## src/source/axil_pkg.sv

```systemverilog
package axil_pkg;

    // Bus widths
    parameter int addr_w = 32;
    parameter int data_w = 32;
    parameter int strb_w = data_w / 8;   // One strobe bit per byte lane

    // Host command opcode
    typedef enum logic {
        OP_READ  = 1'b0,
        OP_WRITE = 1'b1
    } axil_op_e;

    // AXI response codes, only the two the bank can return
    typedef enum logic [1:0] {
        RESP_OKAY   = 2'b00,
        RESP_SLVERR = 2'b10
    } axil_resp_e;

    // Command from the host, 69 bits
    typedef struct packed {
        axil_op_e            op;
        logic [addr_w-1:0]   addr;
        logic [data_w-1:0]   wdata;   // Ignored on reads
        logic [strb_w-1:0]   wstrb;   // Ignored on reads
    } axil_cmd_t;

    // Result back to the host, 35 bits
    typedef struct packed {
        axil_op_e            op;      // Echo of the command opcode
        axil_resp_e          resp;
        logic [data_w-1:0]   rdata;   // Zero for writes
    } axil_rsp_t;

    // Contents of the AW and W channels
    // Both channels are raised together by the master, so they share one bundle
    typedef struct packed {
        logic [addr_w-1:0]   addr;
        logic [data_w-1:0]   wdata;
        logic [strb_w-1:0]   wstrb;
    } axil_aw_t;

endpackage

```

## src/source/axil_cmd_fifo.sv

```systemverilog
`timescale 1ns/10ps

module axil_cmd_fifo #(
    parameter int fifo_depth = 4
) (
    input  logic                clk,
    input  logic                rst,
    input  axil_pkg::axil_cmd_t cmd,
    input  logic                cmd_req,
    output logic                cmd_ack,
    output axil_pkg::axil_cmd_t fifo_cmd,
    output logic                fifo_valid,
    input  logic                fifo_pop
);
    localparam int ptr_w = (fifo_depth > 1) ? $clog2(fifo_depth) : 1;
    localparam int cnt_w = $clog2(fifo_depth + 1);

    axil_pkg::axil_cmd_t mem [fifo_depth];

    logic [ptr_w-1:0] wr_ptr;
    logic [ptr_w-1:0] rd_ptr;
    logic [cnt_w-1:0] count;
    logic             full;
    logic             push;

    assign full = (count == cnt_w'(fifo_depth));

    // New request, not yet acked, and room for it
    assign push = cmd_req && !cmd_ack && !full;

    assign fifo_valid = (count != '0);
    assign fifo_cmd   = mem[rd_ptr];

    // Four-phase acknowledge toward the host
    always_ff @(posedge clk or posedge rst) begin
        if (rst) begin
            cmd_ack <= 1'b0;
        end else if (push) begin
            cmd_ack <= 1'b1;
        end else if (!cmd_req) begin
            cmd_ack <= 1'b0;   // Host dropped req, release ack
        end
    end

    // Storage, written in the same edge that raises cmd_ack
    always_ff @(posedge clk) begin
        if (push) begin
            mem[wr_ptr] <= cmd;
        end
    end

    // Pointers wrap at fifo_depth
    always_ff @(posedge clk or posedge rst) begin
        if (rst) begin
            wr_ptr <= '0;
            rd_ptr <= '0;
            count  <= '0;
        end else begin
            if (push) begin
                wr_ptr <= (wr_ptr == ptr_w'(fifo_depth - 1)) ? '0 : wr_ptr + 1'b1;
            end
            if (fifo_pop) begin
                rd_ptr <= (rd_ptr == ptr_w'(fifo_depth - 1)) ? '0 : rd_ptr + 1'b1;
            end
            case ({push, fifo_pop})
                2'b10:   count <= count + 1'b1;
                2'b01:   count <= count - 1'b1;
                default: count <= count;   // Both or neither
            endcase
        end
    end

    // The master must only take an entry that is there
    assert property (@(posedge clk) disable iff (rst) fifo_pop |-> count != '0)
        else $error("Pop from empty command FIFO");

endmodule

```

## src/source/axil_master.sv

```systemverilog
`timescale 1ns/10ps

module axil_master (
    input  logic                              clk,
    input  logic                              rst,
    input  axil_pkg::axil_cmd_t               fifo_cmd,
    input  logic                              fifo_valid,
    output logic                              fifo_pop,
    output axil_pkg::axil_aw_t                aw,
    output logic                              awvalid,
    output logic                              wvalid,
    input  logic                              awready,
    input  logic                              wready,
    input  axil_pkg::axil_resp_e              bresp,
    input  logic                              bvalid,
    output logic                              bready,
    output logic [axil_pkg::addr_w-1:0]       araddr,
    output logic                              arvalid,
    input  logic                              arready,
    input  logic [axil_pkg::data_w-1:0]       rdata,
    input  axil_pkg::axil_resp_e              rresp,
    input  logic                              rvalid,
    output logic                              rready,
    output axil_pkg::axil_rsp_t               rsp,
    output logic                              rsp_req,
    input  logic                              rsp_ack
);
    typedef enum logic [2:0] {
        IDLE,
        WR_ADDR,
        WR_RESP,
        RD_ADDR,
        RD_DATA,
        RSP_HOLD,
        RSP_WAIT
    } state_e;

    state_e              state;
    axil_pkg::axil_cmd_t cmd_q;    // Command currently on the bus
    logic                aw_done;  // AW accepted, W may still be pending
    logic                w_done;
    logic                aw_xfer;
    logic                w_xfer;
    logic                wr_addr_done;

    // Take the head entry only when nothing is in flight
    assign fifo_pop = (state == IDLE) && fifo_valid;

    assign awvalid = (state == WR_ADDR) && !aw_done;
    assign wvalid  = (state == WR_ADDR) && !w_done;
    assign bready  = (state == WR_RESP);
    assign arvalid = (state == RD_ADDR);
    assign rready  = (state == RD_DATA);
    assign rsp_req = (state == RSP_HOLD);

    assign aw_xfer = awvalid && awready;
    assign w_xfer  = wvalid && wready;

    // Either order of acceptance finishes the address phase
    assign wr_addr_done = (aw_done || aw_xfer) && (w_done || w_xfer);

    assign aw = '{addr: cmd_q.addr, wdata: cmd_q.wdata, wstrb: cmd_q.wstrb};
    assign araddr = cmd_q.addr;

    always_ff @(posedge clk or posedge rst) begin
        if (rst) begin
            state   <= IDLE;
            aw_done <= 1'b0;
            w_done  <= 1'b0;
        end else begin
            case (state)
                IDLE: begin
                    if (fifo_valid) begin
                        state <= (fifo_cmd.op == axil_pkg::OP_WRITE) ? WR_ADDR : RD_ADDR;
                    end
                end
                WR_ADDR: begin
                    if (wr_addr_done) begin
                        aw_done <= 1'b0;
                        w_done  <= 1'b0;
                        state   <= WR_RESP;
                    end else begin
                        aw_done <= aw_done || aw_xfer;
                        w_done  <= w_done || w_xfer;
                    end
                end
                WR_RESP:  if (bvalid) state <= RSP_HOLD;
                RD_ADDR:  if (arready) state <= RD_DATA;
                RD_DATA:  if (rvalid) state <= RSP_HOLD;
                RSP_HOLD: if (rsp_ack) state <= RSP_WAIT;   // Host has the result
                RSP_WAIT: if (!rsp_ack) state <= IDLE;      // Handshake closed
                default:  state <= IDLE;
            endcase
        end
    end

    always_ff @(posedge clk) begin
        if (fifo_pop) begin
            cmd_q <= fifo_cmd;
        end
    end

    // Latch the bus result, held for the whole response handshake
    always_ff @(posedge clk) begin
        if (bvalid && bready) begin
            rsp <= '{op: axil_pkg::OP_WRITE, resp: bresp, rdata: '0};
        end else if (rvalid && rready) begin
            rsp <= '{op: axil_pkg::OP_READ, resp: rresp, rdata: rdata};
        end
    end

    // AXI rule: a raised valid keeps its payload until the transfer
    assert property (@(posedge clk) disable iff (rst)
        awvalid && !awready |=> awvalid && $stable(aw))
        else $error("awvalid or AW payload changed before acceptance");

    assert property (@(posedge clk) disable iff (rst)
        arvalid && !arready |=> arvalid && $stable(araddr))
        else $error("arvalid or araddr changed before acceptance");

endmodule

```

## src/source/axil_reg_slave.sv

```systemverilog
`timescale 1ns/10ps

module axil_reg_slave #(
    parameter int num_regs = 16
) (
    input  logic                              clk,
    input  logic                              rst,
    input  axil_pkg::axil_aw_t                aw,
    input  logic                              awvalid,
    input  logic                              wvalid,
    output logic                              awready,
    output logic                              wready,
    output axil_pkg::axil_resp_e              bresp,
    output logic                              bvalid,
    input  logic                              bready,
    input  logic [axil_pkg::addr_w-1:0]       araddr,
    input  logic                              arvalid,
    output logic                              arready,
    output logic [axil_pkg::data_w-1:0]       rdata,
    output axil_pkg::axil_resp_e              rresp,
    output logic                              rvalid,
    input  logic                              rready
);
    localparam int idx_w = (num_regs > 1) ? $clog2(num_regs) : 1;

    logic [axil_pkg::data_w-1:0] regs [num_regs];

    logic                        wr_ready;   // Shared by AW and W
    logic                        wr_xfer;
    logic                        rd_xfer;
    logic [axil_pkg::addr_w-3:0] wr_word;
    logic [axil_pkg::addr_w-3:0] rd_word;
    logic                        wr_hit;
    logic                        rd_hit;

    assign awready = wr_ready;
    assign wready  = wr_ready;

    assign wr_xfer = wr_ready && awvalid && wvalid;
    assign rd_xfer = arready && arvalid;

    // Word index, byte offset bits are ignored
    assign wr_word = aw.addr[axil_pkg::addr_w-1:2];
    assign rd_word = araddr[axil_pkg::addr_w-1:2];
    assign wr_hit  = (wr_word < num_regs);
    assign rd_hit  = (rd_word < num_regs);

    // Write side
    always_ff @(posedge clk or posedge rst) begin
        if (rst) begin
            wr_ready <= 1'b0;
            bvalid   <= 1'b0;
            bresp    <= axil_pkg::RESP_OKAY;
            for (int i = 0; i < num_regs; i++) begin
                regs[i] <= '0;
            end
        end else begin
            // One-cycle ready pulse, never while a B is outstanding
            wr_ready <= awvalid && wvalid && !wr_ready && !bvalid;
            if (wr_xfer) begin
                bvalid <= 1'b1;
                bresp  <= wr_hit ? axil_pkg::RESP_OKAY : axil_pkg::RESP_SLVERR;
                if (wr_hit) begin
                    for (int b = 0; b < axil_pkg::strb_w; b++) begin
                        if (aw.wstrb[b]) begin
                            regs[wr_word[idx_w-1:0]][b*8 +: 8] <= aw.wdata[b*8 +: 8];
                        end
                    end
                end
            end else if (bvalid && bready) begin
                bvalid <= 1'b0;
            end
        end
    end

    // Read side
    always_ff @(posedge clk or posedge rst) begin
        if (rst) begin
            arready <= 1'b0;
            rvalid  <= 1'b0;
            rresp   <= axil_pkg::RESP_OKAY;
            rdata   <= '0;
        end else begin
            arready <= arvalid && !arready && !rvalid;
            if (rd_xfer) begin
                rvalid <= 1'b1;
                rresp  <= rd_hit ? axil_pkg::RESP_OKAY : axil_pkg::RESP_SLVERR;
                rdata  <= rd_hit ? regs[rd_word[idx_w-1:0]] : '0;   // Zero outside the bank
            end else if (rvalid && rready) begin
                rvalid <= 1'b0;
            end
        end
    end

    // Responses hold until the master takes them
    assert property (@(posedge clk) disable iff (rst)
        bvalid && !bready |=> bvalid && $stable(bresp))
        else $error("bvalid dropped or bresp changed before bready");

    assert property (@(posedge clk) disable iff (rst)
        rvalid && !rready |=> rvalid && $stable(rdata) && $stable(rresp))
        else $error("rvalid dropped or R payload changed before rready");

endmodule

```

## src/source/axil_subsys_top.sv

```systemverilog
`timescale 1ns/10ps

module axil_subsys_top #(
    parameter int fifo_depth = 4,
    parameter int num_regs   = 16
) (
    input  logic                clk,
    input  logic                rst,
    input  axil_pkg::axil_cmd_t cmd,
    input  logic                cmd_req,
    output logic                cmd_ack,
    output axil_pkg::axil_rsp_t rsp,
    output logic                rsp_req,
    input  logic                rsp_ack
);
    // FIFO to master
    axil_pkg::axil_cmd_t         fifo_cmd;
    logic                        fifo_valid;
    logic                        fifo_pop;

    // AXI4-Lite bus between master and slave
    axil_pkg::axil_aw_t          aw;
    logic                        awvalid;
    logic                        wvalid;
    logic                        awready;
    logic                        wready;
    axil_pkg::axil_resp_e        bresp;
    logic                        bvalid;
    logic                        bready;
    logic [axil_pkg::addr_w-1:0] araddr;
    logic                        arvalid;
    logic                        arready;
    logic [axil_pkg::data_w-1:0] rdata;
    axil_pkg::axil_resp_e        rresp;
    logic                        rvalid;
    logic                        rready;

    axil_cmd_fifo #(.fifo_depth(fifo_depth)) fifo0 (
        .clk, .rst, .cmd, .cmd_req, .cmd_ack,
        .fifo_cmd, .fifo_valid, .fifo_pop
    );

    axil_master master0 (
        .clk, .rst,
        .fifo_cmd, .fifo_valid, .fifo_pop,
        .aw, .awvalid, .wvalid, .awready, .wready,
        .bresp, .bvalid, .bready,
        .araddr, .arvalid, .arready,
        .rdata, .rresp, .rvalid, .rready,
        .rsp, .rsp_req, .rsp_ack
    );

    axil_reg_slave #(.num_regs(num_regs)) slave0 (
        .clk, .rst,
        .aw, .awvalid, .wvalid, .awready, .wready,
        .bresp, .bvalid, .bready,
        .araddr, .arvalid, .arready,
        .rdata, .rresp, .rvalid, .rready
    );

endmodule

```

## config.mk

```make
export PLATFORM = sky130hd
export DESIGN_NAME = axil_subsys_top
export DESIGN_NICKNAME = d
export VERILOG_FILES = /design/src/source/axil_pkg.sv /design/src/source/axil_cmd_fifo.sv /design/src/source/axil_master.sv /design/src/source/axil_reg_slave.sv /design/src/source/axil_subsys_top.sv
export SDC_FILE = /design/constraint.sdc
export NUM_CORES = 1
export LEC_CHECK = 0
export ABC_AREA = 1
export BUFFER_PORTS_ARGS = -buffer_cell sky130_fd_sc_hd__buf_2
export CAP_MARGIN = 40
export CELL_PAD_IN_SITES_DETAIL_PLACEMENT = 1
export CELL_PAD_IN_SITES_GLOBAL_PLACEMENT = 2
export CORE_AREA = 2 2 317 319
export CTS_BUF_LIST = sky130_fd_sc_hd__clkbuf_4 sky130_fd_sc_hd__clkbuf_8 sky130_fd_sc_hd__clkbuf_16
export DETAILED_ROUTE_END_ITERATION = 8
export DIE_AREA = 0 0 319 321
export GPL_TIMING_DRIVEN = 0
export PLACE_DENSITY = 0.81
export SETUP_SLACK_MARGIN = 0.2
export SYNTH_ARGS = -nofsm -noshare
export SYNTH_HDL_FRONTEND = slang
export SYNTH_SLANG_ARGS = --single-unit
```

## constraint.sdc

```tcl
create_clock -name clk -period 40.4 [get_ports clk]
set_input_delay 8.08 -clock clk [delete_from_list [all_inputs] [get_ports clk]]
set_output_delay 8.08 -clock clk [all_outputs]
set_load 0.01 [all_outputs]
```

==> summary.txt, run 1 <==
residual antenna-violating net count after detailed routing -> 0
required time of the critical path -> 32.32 ns
Main synth FF type -> sky130_fd_sc_hd__dfrtp_1
clock group share of total power -> 27.9%
vias after detailed routing -> 36437
fraction of layout instances using a drive strength above 1 -> 10.5%
total power density per cell area -> 71.8 nW/um2
clock root buffer -> sky130_fd_sc_hd__clkbuf_16
combinational group share of total power -> 40.0%
Pre-antenna DRT Iters -> 5
unrepaired setup endpoints after global routing -> false
top-area cell type share of the netlist area -> 33.3%
fill cell count -> 11505
Layout area overhead -> 14.8%
max-capacitance violation count -> 0
clock latency of the later-clocked register in the worst-skew pair -> 0.74 ns
Tot Pwr -> 3490 uW
die extent in y -> 321 um
Highest Clock Rate -> 103 MHz
Final Skew -> 0.0367 ns
row count -> 116
buffers inserted during post-CTS setup optimization -> 0
I/O pin total -> 110
clock-pin slew of the registers on the worst-case setup and hold paths -> 0.05 ns
number of flip-flops and latches in the synthesized netlist -> 931
Resize count post-CTS -> 0
aggregate negative setup slack -> 0 ns
fin. max-slew vios -> 0
overall global routing resource usage -> 32.7%
slowest cell delay on critical path -> 0.46 ns
number of sinks driven by the clock tree -> 931
Gate Count Post-Synth -> 4772
chain of cells forming the critical path -> inv_2, nand2_1, nor2_1, buf_2
Remaining Overflow, GRT -> 0
IR drop worst, VDD -> 0.0518 mV
initial core utilization -> 42.6%
Cell variety after synth -> 31
wire length of the first global-routing pass -> 249 mm
classification of the worst-slack hold path -> reg -> reg
Max clock buf depth -> 3
Synthesized Nets -> 4853
number of nets at the end of the flow -> 5091
relative max-transition margin -> 33.3%
fraction of synthesis flops using an asynchronous set or reset pin -> 60.5%
pin slew with the least headroom to its limit -> 0.997 ns
highest net fanout along the worst path -> 7
leading area contributor after synthesis -> sky130_fd_sc_hd__dfrtp_1
top post-synthesis cells by area -> sky130_fd_sc_hd__dfrtp_1 (33%), sky130_fd_sc_hd__edfxtp_1 (24%), sky130_fd_sc_hd__nand2_1 (14%), sky130_fd_sc_hd__nand4_1 (7.7%), sky130_fd_sc_hd__nor2_1 (6.4%)
synth warn -> 0
outcome -> finished, final reports clean
net switching power -> 1560 uW
total detailed-routing wirelength -> 167 mm
number of hold-slack violations in the final timing report -> 0
core region area -> 99300 um2
overall die width -> 319 um
fin crit share -> 24.1%
leakage power figure -> 0.0232 uW
kind of end point of the critical path -> output port
Net Sw Frac -> 44.6%
maximum number of pins on one net before global-route repair -> 113
routed vias/inst -> 5.70
number of global-route vias before repair -> 37574
number of design rule violations left after detail routing -> 0
iteration-0 DRC count of the detailed router -> 3346
TritonCTS clock tree -> built
critical path type -> reg -> out
last weighted congestion value of the routability-driven placer -> 0.914
final core occ -> 48.9%
post-layout min period -> 9.74 ns
post-route worst hold slack -> 0.438 ns
internal power component -> 1930 uW
# setup viols final -> 0
post-detail-place hpwl -> 122 mm
share of total power in sequential cells -> 32.1%
clock buffers created by TritonCTS -> 103
Worst EP arrival -> 1.66 ns
Critical-path top delay cell -> sky130_fd_sc_hd__dfrtp_1
type of origin of the critical path -> register
number of buffers added on ports -> 106
WL/cell -> 26.2 um
sequential fraction of the synthesis area -> 58.7%
initial antenna violation count -> 6
quantity of hold-fixing buffers added after cts -> 0
filler-free cell count of the finished design -> 6392
area of the die -> 102000 um2
number of synthesized flops with an enable pin -> 335
syn avg cell area -> 8.86 um2
DP Cell Count -> 6202
total standard cell area after synthesis -> 42300 um2
htree depth -> 3
==> cell type report <==
cell class	count	area [um2]	area share (%)
Inverter	57	226	0.467
Clock buffer	160	3140	6.47
Tap cell	1298	1620	3.35
Multi-Input combinational cell	3382	15400	31.8
Sequential cell	931	24800	51.1
Buffer	402	1870	3.86
Timing Repair Buffer	133	1060	2.18
Clock inverter	27	378	0.779
Antenna cell	2	5.00	0.0103
==> critical path, delay by kind of cell, from the launching register on <==
| family | cells | cell delay [ns] |
|---|---|---|
| DFF | 1 | 0.46 |
| buffers and inverters | 2 | 0.27 |
| and+or+nand+nor | 2 | 0.20 |
==> sequential cells by signal (all words and copies together), names as in the netlist <==
register,flops
master0.aw,36
slave0.regs,512
master0.rsp,34
fifo0.mem,268
slave0.rvalid,1
master0.araddr,30
slave0.rdata,32
slave0.awready,1
master0.aw_done,1
slave0.bvalid,1
fifo0.rd_ptr,2
slave0.bresp,1
master0.state,3
fifo0.cmd_ack,1
fifo0.wr_ptr,2
fifo0.count,3
slave0.rresp,1
master0.w_done,1
slave0.arready,1
==> worst paths after layout <==
| path | start | depth (start not counted) | slack (ns) | to |
|---|---|---|---|---|
| setup / recovery | master0.state[1] | 4 | 30.66 | rsp_req |
| hold / removal | slave0.bvalid | 1 | 0.44 | slave0.awready |
| setup reg to reg | master0.araddr[2] | 12 | 37.11 | slave0.rdata[21] |
| hold reg to reg | slave0.bvalid | 1 | 0.44 | slave0.awready |
| max in group asynchronous | rst | 4 | 31.56 | slave0.regs[448] |
| min in group asynchronous | rst | 2 | 7.38 | slave0.regs[307] |
==> stage by stage <==
step                setup slack [ns]  cell area (um2)
floorplan                      16.57            42300
global placement                8.26            44400
detailed placement             29.79            45000
CTS                            30.55            48500
global route                   30.58            48500
finish                         30.66            48500
==> Yosys cell counts (3+ instances only) <==
cell,instances
sky130_fd_sc_hd__clkinv_1,8
sky130_fd_sc_hd__inv_1,33
sky130_fd_sc_hd__nand4_1,519
sky130_fd_sc_hd__buf_2,73
sky130_fd_sc_hd__ha_1,7
sky130_fd_sc_hd__nand2_1,1551
sky130_fd_sc_hd__nor2_2,3
sky130_fd_sc_hd__dfxtp_1,33
sky130_fd_sc_hd__inv_2,12
sky130_fd_sc_hd__nand4_2,60
sky130_fd_sc_hd__nor2_1,716
sky130_fd_sc_hd__o21ai_0,374
sky130_fd_sc_hd__buf_4,45
sky130_fd_sc_hd__a21oi_1,39
sky130_fd_sc_hd__edfxtp_1,335
sky130_fd_sc_hd__nor3_1,6
sky130_fd_sc_hd__o21ai_1,26
sky130_fd_sc_hd__clkinv_2,4
sky130_fd_sc_hd__buf_6,14
sky130_fd_sc_hd__dfrtp_1,563
sky130_fd_sc_hd__nand3_1,7
sky130_fd_sc_hd__clkbuf_1,258
sky130_fd_sc_hd__buf_1,12
sky130_fd_sc_hd__o22ai_1,67
==> layout by cell type, fill, tap and decap left out, drive strengths merged, types with 39 or more instances in the layout <==
master  instances
nand2        1551
nor2          720
nand4         579
dfrtp         563
clkbuf        418
o21ai         400
edfxtp        335
buf           277
o22ai          67
inv            47
a21oi          39
==> power by group through the flow <==
stage	clock network, uW	registers (uW)	logic [uW]
2_1_floorplan	0	1130	705
4_1_cts	987	1120	1360
5_1_grt	1020	1130	1480
6_report	974	1120	1390
3_5_place_dp	0	1140	1350
3_3_place_gp	0	1150	1310
==> logic make-up (layout without fill, tap and decap cells) <==
logic type	after synthesis	in the layout	share of synthesized area [%]
xor+xnor	2	2	0.0414
buf+inv	459	779	4.95
simple gates	2864	2864	29.8
flops	931	931	58.7
fa+ha+maj	8	8	0.255
other cells	1	3	0.00887
compound gates	507	507	6.20
==> routing by layer <==
| metal | vias up | wire length (um) | global-route usage [%] |
|---|---|---|---|
| li1 | 16625 | - | - |
| met1 | 18317 | 72300 | 43.9 |
| met2 | 1181 | 76400 | 52.0 |
| met3 | 304 | 9590 | 5.05 |
| met4 | 10 | 8750 | 15.8 |
| met5 | - | 60 | 0 |
Power figures use the tool's default switching activity.
==> run 2: changes to the inputs <==
--- a/config.mk
+++ b/config.mk
@@ -5,17 +5,17 @@
 export SDC_FILE = /design/constraint.sdc
 export NUM_CORES = 1
 export LEC_CHECK = 0
-export ABC_AREA = 1
+export ABC_AREA = 0
 export BUFFER_PORTS_ARGS = -buffer_cell sky130_fd_sc_hd__buf_2
 export CAP_MARGIN = 40
 export CELL_PAD_IN_SITES_DETAIL_PLACEMENT = 1
 export CELL_PAD_IN_SITES_GLOBAL_PLACEMENT = 2
-export CORE_AREA = 2 2 317 319
+export CORE_AREA = 2 2 309 311
 export CTS_BUF_LIST = sky130_fd_sc_hd__clkbuf_4 sky130_fd_sc_hd__clkbuf_8 sky130_fd_sc_hd__clkbuf_16
 export DETAILED_ROUTE_END_ITERATION = 8
-export DIE_AREA = 0 0 319 321
+export DIE_AREA = 0 0 311 313
 export GPL_TIMING_DRIVEN = 0
-export PLACE_DENSITY = 0.81
+export PLACE_DENSITY = 0.71
 export SETUP_SLACK_MARGIN = 0.2
 export SYNTH_ARGS = -nofsm -noshare
 export SYNTH_HDL_FRONTEND = slang
==> constraint.sdc (replaced) <==
create_clock -name clk -period 8.69 [get_ports clk]
set_input_delay 1.738 -clock clk [delete_from_list [all_inputs] [get_ports clk]]
set_output_delay 1.738 -clock clk [all_outputs]
set_load 0.01 [all_outputs]
==> run 2 against run 1 <==
  * Worst setup slack lost 26 ns
  * Non-clock buffer count down 160
  * Die area is 4.9% lower
  * Combinational power is 69% higher
  * Design area down 3.5%
  * Final cell count down 38%
  * Hold slack better by 0.011 ns
  * Clock power grew to 4.6 times the previous value
  * Count of clock-buffer cells in the layout fell by 2
  * Synthesized cell count decreased by 52%
  * Global-route usage down 11 points
  * Largest power group is now sequential cells
  * Highest routed layer unchanged
==> summary.txt, run 2 <==
number of flip-flops and latches in the synthesized netlist -> 931
type of origin of the critical path -> register
total detailed-routing wirelength -> 102 mm
core region area -> 94200 um2
number of buffers added on ports -> 106
Area after DPL -> 43300 um2
fraction of layout instances using a drive strength above 1 -> 42.9%
Net Sw Frac -> 28.2%
die extent in y -> 313 um
Layout area overhead -> 16.9%
clock root buffer -> sky130_fd_sc_hd__clkbuf_16
highest net fanout along the worst path -> 10
residual antenna-violating net count after detailed routing -> 0
sequential fraction of the synthesis area -> 62.0%
leading cell type by number of instances after synthesis -> sky130_fd_sc_hd__dfrtp_1
Remaining Overflow, GRT -> 0
Post-Place Setup Slack -> 4.44 ns
most flop-heavy register -> slave0.regs
Tot Pwr -> 12000 uW
synth warn -> 0
last weighted congestion value of the routability-driven placer -> 0.804
r2r worst-path depth -> 9
Highest Clock Rate -> 249 MHz
share of total power in sequential cells -> 43.3%
quantity of hold-fixing buffers added after cts -> 0
top-area cell type share of the netlist area -> 35.2%
outcome -> finished, final reports clean
fin crit share -> 46.3%
routed vias/inst -> 5.48
Pre-antenna DRT Iters -> 5
max-capacitance violation count -> 0
initial core utilization -> 42.5%
WL/cell -> 26.0 um
Cell variety after synth -> 53
overall global routing resource usage -> 21.5%
combinational group share of total power -> 19.6%
Synthesized Nets -> 2384
relative max-transition margin -> 33.8%
most common cell after layout, fill and taps aside -> sky130_fd_sc_hd__dfrtp_1
IR drop worst, VDD -> 0.207 mV
wire length of the first global-routing pass -> 158 mm
post-detail-place hpwl -> 72.0 mm
htree depth -> 3
Max clock buf depth -> 3
Main synth FF type -> sky130_fd_sc_hd__dfrtp_1
commonest cells in the synthesized netlist -> sky130_fd_sc_hd__dfrtp_1 (563), sky130_fd_sc_hd__edfxtp_1 (335), sky130_fd_sc_hd__mux2_4 (288)
I/O pin total -> 110
number of global-route vias before repair -> 24395
critical path type -> reg -> reg
Final Skew -> 0.0218 ns
Gate Count Post-Synth -> 2303
clock group share of total power -> 37.1%
number of sinks driven by the clock tree -> 931
classification of the worst-slack hold path -> reg -> reg
clock latency of the later-clocked register in the worst-skew pair -> 0.66 ns
net switching power -> 3390 uW
TritonCTS clock tree -> built
maximum number of pins on one net before global-route repair -> 53
required time of the critical path -> 9.23 ns
fin. max-slew vios -> 0
clock buffers created by TritonCTS -> 99
overall die width -> 311 um
leakage power figure -> 0.0207 uW
clock-pin slew of the registers on the worst-case setup and hold paths -> 0.06 ns
Resize count post-CTS -> 0
unrepaired setup endpoints after global routing -> false
fraction of synthesis flops using an asynchronous set or reset pin -> 60.5%
iteration-0 DRC count of the detailed router -> 1233
initial antenna violation count -> 9
number of synthesized flops with an enable pin -> 335
number of nets at the end of the flow -> 2661
number of flip-flops in the largest register -> 512
internal power component -> 8630 uW
total power density per cell area -> 257 nW/um2
area of the die -> 97300 um2
row count -> 113
instance count along the most critical hold path -> 2
most frequent cells in the layout -> sky130_fd_sc_hd__dfrtp_1 (563), sky130_fd_sc_hd__edfxtp_1 (335), sky130_fd_sc_hd__mux2_4 (288), sky130_fd_sc_hd__mux2_2 (229), sky130_fd_sc_hd__mux4_2 (195)
# setup viols final -> 0
final std cell area, no fill -> 46800 um2
kind of end point of the critical path -> register
total standard cell area after synthesis -> 40000 um2
pin slew with the least headroom to its limit -> 0.993 ns
post-route worst hold slack -> 0.449 ns
top post-synthesis cells by area -> sky130_fd_sc_hd__dfrtp_1 (35%), sky130_fd_sc_hd__edfxtp_1 (25%), sky130_fd_sc_hd__mux4_2 (11%), sky130_fd_sc_hd__mux2_4 (11%), sky130_fd_sc_hd__mux2_2 (6.4%)
post-layout min period -> 4.02 ns
leading area contributor after synthesis -> sky130_fd_sc_hd__dfrtp_1
number of design rule violations left after detail routing -> 0
Final Worst Setup Slack -> 4.67 ns
buffers inserted during post-CTS setup optimization -> 0
Worst EP arrival -> 4.56 ns
vias after detailed routing -> 21529
number of hold-slack violations in the final timing report -> 0
syn avg cell area -> 17.4 um2
final core occ -> 49.7%
## run 2: changes by cell type in the layout (fill, tap and decap cells not counted), sizes merged, moves of 64 or more
cell,delta
nand2,-1401
nor2,-709
nand4,-578
mux2,+517
o21ai,-397
mux4,+195
clkbuf,-145
o22ai,-67
a22oi,+64
## run 2: per-layer routing
| layer | GRT usage (%) | routed length, um |
|---|---|---|
| met3 | 3.80 | 4270 |
| met2 | 35.5 | 49800 |
| met5 | 0 | 89 |
| met4 | 7.02 | 2840 |
| met1 | 29.0 | 45300 |
## run 2: cells by family (layout without fill, tap and decap cells)
family	count (synthesis)	in the layout	synth area share [%]
AOI/OAI and AO/OA	147	147	2.66
xor gates and xnor gates	3	3	0.0656
adders and majority gates	8	8	0.269
buffers and inverters	209	571	2.52
DFF	931	931	62.0
muxes	714	714	28.3
other	1	3	0.00937
and+or+nand+nor	290	290	4.25
## run 2: metrics by stage
stage	TNS, ns	instances
final	0	3932
after global routing	0	3930
after CTS	0	3930
after detailed placement	0	3744
after global placement	-1937.09	3674
after floorplan	-401.81	2303
## run 2: worst paths after layout
path | from | to | slack, ns
min in group asynchronous | rst | slave0.regs[405] | 1.10
max in group asynchronous | rst | fifo0.cmd_ack | 5.20
worst min register to register | master0.rsp[24] | master0.rsp[24] | 0.45
worst max register to register | master0.araddr[2] | slave0.rdata[20] | 4.67
worst min-delay path | master0.rsp[24] | master0.rsp[24] | 0.45
worst max-delay path | master0.araddr[2] | slave0.rdata[20] | 4.67
## run 2: layout make-up
| type | instances | area (um2) |
|---|---|---|
| antenna | 2 | 5.00 |
| fill | 8846 | 47400 |
| timing repair buffer | 176 | 1630 |
| multi-input combinational | 1163 | 14200 |
| clock inverter | 28 | 367 |
| inverter | 10 | 41.3 |
| clock buffer | 158 | 3160 |
| tap | 1265 | 1580 |
| buffer | 199 | 970 |
| sequential | 931 | 24800 |
## run 2: critical path: stages (launching register included)
cell and delay, ns:
sky130_fd_sc_hd__edfxtp_1 0.51, sky130_fd_sc_hd__clkbuf_1 0.30, sky130_fd_sc_hd__clkbuf_1 0.67, sky130_fd_sc_hd__buf_1 0.45, sky130_fd_sc_hd__buf_8 0.23, sky130_fd_sc_hd__clkbuf_1 0.68
sky130_fd_sc_hd__mux4_2 0.44, sky130_fd_sc_hd__a22oi_1 0.29, sky130_fd_sc_hd__nand2_1 0.11, sky130_fd_sc_hd__a22o_1 0.22
## run 2: power groups by stage
stage	Combinational, uW	Sequential [uW]	Clock [uW]
floorplan	1390	5190	0
global placement	2070	5320	0
detailed placement	2410	5290	0
CTS	2410	5210	4570
global route	2540	5240	4740
finish	2350	5210	4460
